### config.mk
export PLATFORM = sky130hd
export DESIGN_NAME = cpu_slice_top
export DESIGN_NICKNAME = d
export VERILOG_FILES = /design/src/verilog/isa_pkg.sv /design/src/verilog/pipe_pkg.sv /design/src/verilog/cpu_slice_top.sv /design/src/verilog/execute_unit.sv /design/src/verilog/decode_queue.sv /design/src/verilog/issue_stage.sv /design/src/verilog/control_logic.sv
export SDC_FILE = /design/constraint.sdc
export NUM_CORES = 1
export LEC_CHECK = 0
export BUFFER_PORTS_ARGS = -buffer_cell sky130_fd_sc_hd__clkbuf_2
export CAP_MARGIN = 20
export CORE_MARGIN = 2
export CORE_UTILIZATION = 45
export CTS_CLUSTER_DIAMETER = 50
export CTS_CLUSTER_SIZE = 8
export DETAILED_ROUTE_END_ITERATION = 6
export MAX_ROUTING_LAYER = met4
export PLACE_DENSITY = 0.64
export SYNTH_ARGS = -nofsm -noshare
export SYNTH_HDL_FRONTEND = slang
export SYNTH_SLANG_ARGS = --single-unit
### constraint.sdc
create_clock -name clk -period 7 [get_ports clk]
set_clock_uncertainty 0.1 [all_clocks]
set_input_delay 1.4 -clock clk [delete_from_list [all_inputs] [get_ports clk]]
set_output_delay 1.4 -clock clk [all_outputs]
set_load 0.01 [all_outputs]
### src/verilog/isa_pkg.sv
// Teaching ISA definitions
package isa_pkg;

	localparam int OPCODE_W   = 4;
	localparam int ALU_OP_W   = 3;
	localparam int COND_W     = 3;
	localparam int DATA_W     = 16;
	localparam int SIGN_BIT   = DATA_W - 1;
	localparam int REG_ADDR_W = 4;
	localparam int MEM_ADDR_W = 4;	// 16-word data memory
	localparam int IMM8_W     = 8;

	// Opcode field, instr[15:12]
	typedef enum logic [OPCODE_W-1:0] {
		ADD  = 4'd0,
		SUB  = 4'd1,
		NAND = 4'd2,
		XOR  = 4'd3,
		INC  = 4'd4,
		SRA  = 4'd5,
		SRL  = 4'd6,
		SLL  = 4'd7,
		LW   = 4'd8,
		SW   = 4'd9,
		LHB  = 4'd10,
		LLB  = 4'd11,
		B    = 4'd12,
		CALL = 4'd13,
		RET  = 4'd14,
		ERR  = 4'd15
	} opcode_e;

	// Same as the low three opcode bits
	typedef enum logic [ALU_OP_W-1:0] {
		ALU_ADD, ALU_SUB, ALU_NAND, ALU_XOR, ALU_INC, ALU_SRA, ALU_SRL, ALU_SLL
	} alu_op_e;

	typedef enum logic [COND_W-1:0] {
		EQ, LT, GT, OV, NE, GE, LE, TR
	} branch_cond_e;

endpackage
### src/verilog/pipe_pkg.sv
// Pipeline payload types
package pipe_pkg;

	localparam int QUEUE_DEPTH = 4;
	localparam int QUEUE_PTR_W = 2;
	localparam int CREDIT_W    = 3;	// Counts 0 to QUEUE_DEPTH

	typedef struct packed {
		logic             data_reg;	// Address from rs plus imm4
		logic             call;
		logic             rtrn;
		logic             branch;
		logic             mem_to_reg;
		logic             reg_to_mem;
		isa_pkg::alu_op_e alu_op;
		logic             alu_src;	// Immediate as second operand
		logic             sign_ext_sel;
		logic             reg_rt_src;	// Second read port from rd field
		logic             reg_write;
		logic             err;
	} ctrl_t;

	// Queue entry
	typedef struct packed {
		isa_pkg::opcode_e           opcode;
		logic [isa_pkg::DATA_W-1:0] instr;
		ctrl_t                      ctrl;
	} issue_t;

	typedef struct packed {
		isa_pkg::opcode_e               opcode;
		logic                           wen;
		logic [isa_pkg::REG_ADDR_W-1:0] rd;
		logic [isa_pkg::DATA_W-1:0]     wdata;	// Store data on SW
		logic                           mem_wen;
		logic [isa_pkg::MEM_ADDR_W-1:0] mem_addr;
		logic                           taken;
		logic                           err;
	} retire_t;

endpackage

### src/verilog/cpu_slice_top.sv
// Decode and execute slice
module cpu_slice_top (
	input  logic                       clk,
	input  logic                       rst_n,
	input  logic [isa_pkg::DATA_W-1:0] instr,
	input  logic                       instr_valid,
	output logic                       instr_ready,
	output logic                       retire_valid,
	output pipe_pkg::retire_t          retire,
	input  logic                       retire_ready
);

	logic             issue_valid;
	pipe_pkg::issue_t issue;
	logic             credit_return;
	logic             head_valid;
	pipe_pkg::issue_t head;
	logic             pop;

	issue_stage i_issue (
		.clk           (clk),
		.rst_n         (rst_n),
		.instr         (instr),
		.instr_valid   (instr_valid),
		.instr_ready   (instr_ready),
		.issue_valid   (issue_valid),
		.issue         (issue),
		.credit_return (credit_return)
	);

	decode_queue i_queue (
		.clk           (clk),
		.rst_n         (rst_n),
		.issue_valid   (issue_valid),
		.issue         (issue),
		.credit_return (credit_return),
		.head_valid    (head_valid),
		.head          (head),
		.pop           (pop)
	);

	execute_unit i_execute (
		.clk          (clk),
		.rst_n        (rst_n),
		.head_valid   (head_valid),
		.head         (head),
		.pop          (pop),
		.retire_valid (retire_valid),
		.retire       (retire),
		.retire_ready (retire_ready)
	);

endmodule

### src/verilog/execute_unit.sv
// Execute and retire
module execute_unit (
	input  logic              clk,
	input  logic              rst_n,
	input  logic              head_valid,
	input  pipe_pkg::issue_t  head,
	output logic              pop,
	output logic              retire_valid,
	output pipe_pkg::retire_t retire,
	input  logic              retire_ready
);

	logic [isa_pkg::DATA_W-1:0]     regs [2**isa_pkg::REG_ADDR_W];
	logic [isa_pkg::DATA_W-1:0]     mem  [2**isa_pkg::MEM_ADDR_W];
	logic                           flag_z;
	logic                           flag_n;
	logic                           flag_v;
	logic [isa_pkg::REG_ADDR_W-1:0] rd;
	logic [isa_pkg::REG_ADDR_W-1:0] rs;
	logic [isa_pkg::REG_ADDR_W-1:0] rt;
	logic [3:0]                     imm4;
	logic [isa_pkg::IMM8_W-1:0]     imm8;
	logic [isa_pkg::DATA_W-1:0]     imm_ext;
	logic [isa_pkg::DATA_W-1:0]     op_a;
	logic [isa_pkg::DATA_W-1:0]     op_b;
	logic [isa_pkg::DATA_W-1:0]     alu_res;
	logic [isa_pkg::DATA_W-1:0]     wdata;
	logic [isa_pkg::MEM_ADDR_W-1:0] addr;
	isa_pkg::branch_cond_e          cond;
	logic                           alu_v;
	logic                           cond_true;
	logic                           alu_group;
	logic                           v_group;

	assign rd   = head.instr[11:8];
	assign rs   = head.instr[7:4];
	assign rt   = head.ctrl.reg_rt_src ? head.instr[11:8] : head.instr[3:0];
	assign imm4 = head.instr[3:0];
	assign imm8 = head.instr[isa_pkg::IMM8_W-1:0];
	assign cond = isa_pkg::branch_cond_e'(head.instr[11:9]);

	assign imm_ext = head.ctrl.sign_ext_sel ? {{(isa_pkg::DATA_W-4){imm4[3]}}, imm4}
	                                        : {{(isa_pkg::DATA_W-4){1'b0}}, imm4};
	assign op_a    = regs[rs];
	assign op_b    = head.ctrl.alu_src ? imm_ext : regs[rt];
	assign addr    = op_a[isa_pkg::MEM_ADDR_W-1:0] + imm4;	// Wraps mod 16

	assign alu_group = !head.opcode[isa_pkg::OPCODE_W-1];	// Opcodes 0 to 7
	assign v_group   = head.ctrl.alu_op inside {isa_pkg::ALU_ADD, isa_pkg::ALU_SUB, isa_pkg::ALU_INC};

	// Retire slot free or draining this cycle
	assign pop = head_valid && (!retire_valid || retire_ready);

	always_comb begin
		alu_res = '0;
		alu_v   = 1'b0;
		case (head.ctrl.alu_op)
			isa_pkg::ALU_ADD, isa_pkg::ALU_INC: begin
				alu_res = op_a + op_b;
				alu_v   = (op_a[isa_pkg::SIGN_BIT] == op_b[isa_pkg::SIGN_BIT]) &&
				          (alu_res[isa_pkg::SIGN_BIT] != op_a[isa_pkg::SIGN_BIT]);
			end
			isa_pkg::ALU_SUB: begin
				alu_res = op_a - op_b;
				alu_v   = (op_a[isa_pkg::SIGN_BIT] != op_b[isa_pkg::SIGN_BIT]) &&
				          (alu_res[isa_pkg::SIGN_BIT] != op_a[isa_pkg::SIGN_BIT]);
			end
			isa_pkg::ALU_NAND: alu_res = ~(op_a & op_b);
			isa_pkg::ALU_XOR:  alu_res = op_a ^ op_b;
			isa_pkg::ALU_SRA:  alu_res = $signed(op_a) >>> imm4;
			isa_pkg::ALU_SRL:  alu_res = op_a >> imm4;
			default:           alu_res = op_a << imm4;	// SLL
		endcase
	end

	always_comb begin
		if (head.ctrl.mem_to_reg) begin
			wdata = mem[addr];
		end else if (head.ctrl.reg_to_mem) begin
			wdata = regs[rt];
		end else if (head.opcode == isa_pkg::LHB) begin
			wdata = {imm8, regs[rd][isa_pkg::IMM8_W-1:0]};	// Keep low byte
		end else if (head.opcode == isa_pkg::LLB) begin
			wdata = {{(isa_pkg::DATA_W-isa_pkg::IMM8_W){imm8[isa_pkg::IMM8_W-1]}}, imm8};
		end else if (head.ctrl.reg_write) begin
			wdata = alu_res;
		end else begin
			wdata = '0;
		end
	end

	// Condition on flags left by the last ALU op
	always_comb begin
		case (cond)
			isa_pkg::EQ: cond_true = flag_z;
			isa_pkg::LT: cond_true = flag_n;
			isa_pkg::GT: cond_true = !flag_z && !flag_n;
			isa_pkg::OV: cond_true = flag_v;
			isa_pkg::NE: cond_true = !flag_z;
			isa_pkg::GE: cond_true = !flag_n;
			isa_pkg::LE: cond_true = flag_n || flag_z;
			default:     cond_true = 1'b1;	// TR
		endcase
	end

	always_ff @(posedge clk) begin
		if (!rst_n) begin
			for (int i = 0; i < 2**isa_pkg::REG_ADDR_W; i++) begin
				regs[i] <= '0;
			end
			for (int i = 0; i < 2**isa_pkg::MEM_ADDR_W; i++) begin
				mem[i] <= '0;
			end
			flag_z <= 1'b0;
			flag_n <= 1'b0;
			flag_v <= 1'b0;
		end else if (pop) begin
			if (head.ctrl.reg_write) begin
				regs[rd] <= wdata;
			end
			if (head.ctrl.reg_to_mem) begin
				mem[addr] <= regs[rt];
			end
			if (alu_group) begin
				flag_z <= (alu_res == '0);
				flag_n <= alu_res[isa_pkg::SIGN_BIT];
				if (v_group) begin
					flag_v <= alu_v;
				end
			end
		end
	end

	always_ff @(posedge clk) begin
		if (!rst_n) begin
			retire_valid <= 1'b0;
		end else if (pop) begin
			retire_valid <= 1'b1;
		end else if (retire_ready) begin
			retire_valid <= 1'b0;
		end
	end

	// Record held until the outside takes it
	always_ff @(posedge clk) begin
		if (pop) begin
			retire.opcode   <= head.opcode;
			retire.wen      <= head.ctrl.reg_write;
			retire.rd       <= rd;
			retire.wdata    <= wdata;
			retire.mem_wen  <= head.ctrl.reg_to_mem;
			retire.mem_addr <= head.ctrl.data_reg ? addr : '0;
			retire.taken    <= head.ctrl.branch && cond_true;
			retire.err      <= head.ctrl.err;
		end
	end

endmodule

### src/verilog/decode_queue.sv
// Decoded instruction FIFO with credit return
module decode_queue (
	input  logic             clk,
	input  logic             rst_n,
	input  logic             issue_valid,
	input  pipe_pkg::issue_t issue,
	output logic             credit_return,
	output logic             head_valid,
	output pipe_pkg::issue_t head,
	input  logic             pop
);

	pipe_pkg::issue_t                 entries [pipe_pkg::QUEUE_DEPTH];
	logic [pipe_pkg::QUEUE_PTR_W-1:0] wr_ptr;
	logic [pipe_pkg::QUEUE_PTR_W-1:0] rd_ptr;
	logic [pipe_pkg::CREDIT_W-1:0]    count;
	logic                             do_pop;

	assign head_valid = (count != '0);
	assign head       = entries[rd_ptr];
	assign do_pop     = pop && head_valid;

	always_ff @(posedge clk) begin
		if (issue_valid) begin
			entries[wr_ptr] <= issue;
		end
	end

	// Pointers wrap naturally at depth 4
	always_ff @(posedge clk) begin
		if (!rst_n) begin
			wr_ptr        <= '0;
			rd_ptr        <= '0;
			count         <= '0;
			credit_return <= 1'b0;
		end else begin
			credit_return <= do_pop;	// One pulse per pop
			if (issue_valid) begin
				wr_ptr <= wr_ptr + 1'b1;
			end
			if (do_pop) begin
				rd_ptr <= rd_ptr + 1'b1;
			end
			case ({issue_valid, do_pop})
				2'b10:   count <= count + 1'b1;
				2'b01:   count <= count - 1'b1;
				default: count <= count;
			endcase
		end
	end

endmodule

### src/verilog/issue_stage.sv
// Instruction issue with credit flow control
module issue_stage (
	input  logic                       clk,
	input  logic                       rst_n,
	input  logic [isa_pkg::DATA_W-1:0] instr,
	input  logic                       instr_valid,
	output logic                       instr_ready,
	output logic                       issue_valid,
	output pipe_pkg::issue_t           issue,
	input  logic                       credit_return
);

	logic [pipe_pkg::CREDIT_W-1:0] credits;
	isa_pkg::opcode_e              opcode;
	pipe_pkg::ctrl_t               ctrl;
	logic                          accept;

	assign opcode      = isa_pkg::opcode_e'(instr[isa_pkg::DATA_W-1 -: isa_pkg::OPCODE_W]);
	assign instr_ready = (credits != '0);
	assign accept      = instr_valid && instr_ready;

	control_logic i_control (
		.opcode (opcode),
		.ctrl   (ctrl)
	);

	// Credit is spent at accept, so a held issue entry already owns its slot
	always_ff @(posedge clk) begin
		if (!rst_n) begin
			credits <= pipe_pkg::QUEUE_DEPTH[pipe_pkg::CREDIT_W-1:0];
		end else begin
			case ({accept, credit_return})
				2'b10:   credits <= credits - 1'b1;
				2'b01:   credits <= credits + 1'b1;
				default: credits <= credits;	// Both or neither
			endcase
		end
	end

	always_ff @(posedge clk) begin
		if (!rst_n) begin
			issue_valid <= 1'b0;
		end else begin
			issue_valid <= accept;
		end
	end

	always_ff @(posedge clk) begin
		if (accept) begin
			issue.opcode <= opcode;
			issue.instr  <= instr;
			issue.ctrl   <= ctrl;
		end
	end

endmodule

### src/verilog/control_logic.sv
// Opcode to control word decoder
module control_logic (
	input  isa_pkg::opcode_e opcode,
	output pipe_pkg::ctrl_t  ctrl
);

	always_comb begin
		ctrl        = '0;
		ctrl.alu_op = isa_pkg::alu_op_e'(opcode[2:0]);
		case (opcode)
			isa_pkg::ADD, isa_pkg::SUB, isa_pkg::NAND, isa_pkg::XOR,
			isa_pkg::SRA, isa_pkg::SRL, isa_pkg::SLL: begin
				ctrl.reg_write = 1'b1;
			end
			isa_pkg::INC: begin
				ctrl.alu_src      = 1'b1;	// rs plus signed imm4
				ctrl.sign_ext_sel = 1'b1;
				ctrl.reg_write    = 1'b1;
			end
			isa_pkg::LW: begin
				ctrl.data_reg   = 1'b1;
				ctrl.mem_to_reg = 1'b1;
				ctrl.alu_src    = 1'b1;
				ctrl.reg_write  = 1'b1;
			end
			isa_pkg::SW: begin
				ctrl.data_reg   = 1'b1;
				ctrl.reg_to_mem = 1'b1;
				ctrl.alu_src    = 1'b1;
				ctrl.reg_rt_src = 1'b1;	// Store data sits in rd field
			end
			isa_pkg::LHB, isa_pkg::LLB: begin
				ctrl.reg_write = 1'b1;
			end
			isa_pkg::B: begin
				ctrl.branch = 1'b1;
				ctrl.alu_op = isa_pkg::ALU_ADD;	// ALU idle on branches
			end
			isa_pkg::CALL: begin
				ctrl.call = 1'b1;
			end
			isa_pkg::RET: begin
				ctrl.rtrn = 1'b1;
			end
			default: begin
				// ERR carries only its flag
				ctrl     = '0;
				ctrl.err = 1'b1;
			end
		endcase
	end

endmodule

==> results.ini <==
[die]
die_w_um=296
initial_core_util_pct=45.2
core-area_um2=84900
row_count=107
io-pin-count=54
die-area_um2=87600
die_h_um=296

[run_status]
status=complete, no violations

[synthesis]
synth-seq-cells=697
synth_edf_count=679
syn-cell-area_um2=38400
yosys.cell_count.top_type=edfxtp_1
syn-instance-count=3328
synth_nets=3395
synth_top_flop_cell=edfxtp_1
synth.top_cells.by_count=679 x edfxtp_1, 521 x nor2_1, 345 x nand2_1
synth_top_area_cell=edfxtp_1
synth_area_leaders=edfxtp_1 53%, mux4_2 7.7%, nor2_1 5.1%
async_flop_share_pct=0
seq_area_frac_synth_pct=54.1
synthDistinctLibCells=94
syn_area_per_cell_um2=11.5
yosys.area.top_type_share_pct=53.1
yosysWarnings=0

[worst_setup_path]
rr_worst_depth=20
critPathRequiredTime_ns=7.43
cp_cell_sequence=buf_12, mux4_4, buf_4, mux2i_1, a22oi_1, nand2_1, o21ai_1, ha_1, inv_1, a221oi_1, buf_4, a21oi_1, nor2_1, xnor2_1, o22a_1, o21ai_0, a211o_1, a21oi_2, o31ai_4, and3_1
critPathKind=register to register
cpPeakStageDelay_ns=0.91
r2r_slack_ns=0.18
crit_end=i_execute.regs[0][7]$_SDFFCE_PN0P_
r2r_end=i_execute.regs[0][7]$_SDFFCE_PN0P_
cp-end-kind=register
start_kind=register
critical_path_arrival_ns=7.25
path_common_cell=buf_4
worst_path_max_delay_cell=o31ai_4
critPathMaxFanout=28

[detailed_routing]
dr.pass1.iters=6
dr_wl_met3_mm=14.9
antenna_left=0
drc=0
wl_mm=132
dr.max_layer_used=met4
routed_via_density=6.34
wire_per_inst_um=28.6
route.met2.wl_mm=57.6
drt_iter0_drc=4298
num_vias=29235
met1_length_mm=53.6

[clocking]
clk_latency_ns=0.69
clock_path_buffers=3
cts_tree=built
ctsHoldBuffers=0
clk_pin_slew_ns=0.05
cts_root_buf=clkbuf_16
clock-sinks=697
cts_buffers=108
h-tree-depth=3

[timing]
slew_headroom_pct=20.9
fmax_ghz=0.147
setup_violations=0
post-route-period-util_pct=97.4
tightest_slew_ns=1.18
rsz0062_at_grt=no
finalSetupTns_ns=0
maxSlewViolCount=0
period_needed_ns=6.82
final-hold-violation-count=0

[global_routing]
grt_max_degree=66
grt_pass1_wl_mm=190
antenna_found_initial=3
globalRouteOverflowTotal=0
track_usage_pct=30.7
grt_pass1_vias=27683

[placed_design]
io_buffers=53
gp_congestion=1.04
dp_hpwl_mm=90.0

[hold_path]
hold_class=register to register
hold_depth=0

[finish]
area_delta_synth_final_pct=14.3
num-fill-cells=7411
drive_above_1_share_pct=16.9
num-nets-final=3485

[run]
drv_cap=0

## logic make-up after synthesis
family,count (synthesis),share of synthesized area (%)
and+or+nand+nor,1242,14.4
adders and majority gates,47,1.63
AOI/OAI and AO/OA,646,12.0
xor gates and xnor gates,26,0.613
muxes,342,13.3
DFF,697,54.1
buffers and inverters,328,3.98
## area by class of cell
class	count	area [µm²]	area share [%]
Sequential cell	697	20800	47.3
Multi-Input combinational cell	2305	16300	37.1
Clock buffer	131	2820	6.43
Timing Repair Buffer	244	1920	4.38
Tap cell	1144	1430	3.26
Clock inverter	29	425	0.970
Inverter	62	233	0.531
Antenna cell	2	5.00	0.0114
## state kept, by name, indices dropped and copies added, names as in the netlist, 2 cells and up, named ones only
register / count
i_execute.mem: 256
i_execute.regs: 256
i_execute.retire: 32
i_issue.credits: 3
i_issue.issue: 27
i_queue.count: 3
i_queue.entries: 108
i_queue.rd_ptr: 2
i_queue.wr_ptr: 2
## critical path: cells and delay by family, from the launching register on
| kind | cells | cell delay (ns) |
|---|---|---|
| AOI/OAI and AO/OA | 9 | 3.31 |
| muxes | 2 | 1.03 |
| buffers and inverters | 4 | 0.81 |
| and+or+nand+nor | 3 | 0.71 |
| DFF | 1 | 0.35 |
| adders and majority gates | 1 | 0.23 |
| xor gates and xnor gates | 1 | 0.09 |
## what timing repair did
| action | in CTS | in global routing |
|---|---|---|
| setup endpoints to repair | 0 | 132 |
| buffers inserted | 0 | 2 |
| resized for setup | 0 | 11 |
## worst min-delay path by stage
stage | from | endpoint | slack [ns]
floorplan | i_issue.issue[0]$_DFFE_PP_ | i_queue.entries[0][0]$_DFFE_PP_ | 0.36
global placement | i_issue.issue[4]$_DFFE_PP_ | i_queue.entries[1][4]$_DFFE_PP_ | 0.38
detailed placement | i_issue.issue[4]$_DFFE_PP_ | i_queue.entries[1][4]$_DFFE_PP_ | 0.39
CTS | i_issue.issue[4]$_DFFE_PP_ | i_queue.entries[1][4]$_DFFE_PP_ | 0.39
global route | i_issue.issue[4]$_DFFE_PP_ | i_queue.entries[1][4]$_DFFE_PP_ | 0.41
finish | i_issue.issue[27]$_DFFE_PP_ | i_queue.entries[0][31]$_DFFE_PP_ | 0.39
## placed cells by master, fill, tap and decap left out, types with 69 or more instances in the layout
master	netlist	routed
a211oi_1	112	111
a21oi_1	112	108
and2_1	194	194
buf_4	22	173
clkbuf_16	0	109
edfxtp_1	679	679
mux2i_1	191	189
mux4_2	131	130
nand2_1	345	344
nor2_1	521	521
o21ai_0	69	69
## layer usage
| metal | vias up | GRT usage, % |
|---|---|---|
| met5 | - | - |
| met4 | 0 | 12.7 |
| met3 | 368 | 6.90 |
| met1 | 14370 | 41.9 |
| met2 | 1931 | 44.4 |
| li1 | 12566 | - |
## stage by stage
step	utilization [%]	setup WS [ns]	instances	hold WS, ns	instance area (µm²)
final	51.7	0.181	4614	0.390	43800
after floorplan	-	0.368	3328	0.359	38400
after CTS	51.5	0.232	4607	0.392	43700
after global placement	47.7	0.321	4446	0.376	40500
after global routing	51.7	0.0265	4614	0.413	43800
after detailed placement	47.7	0.262	4447	0.386	40500
Power is left out: the tool's default activity adds up to more than one toggle a clock period on the data nets, which glitch-free logic cannot reach.
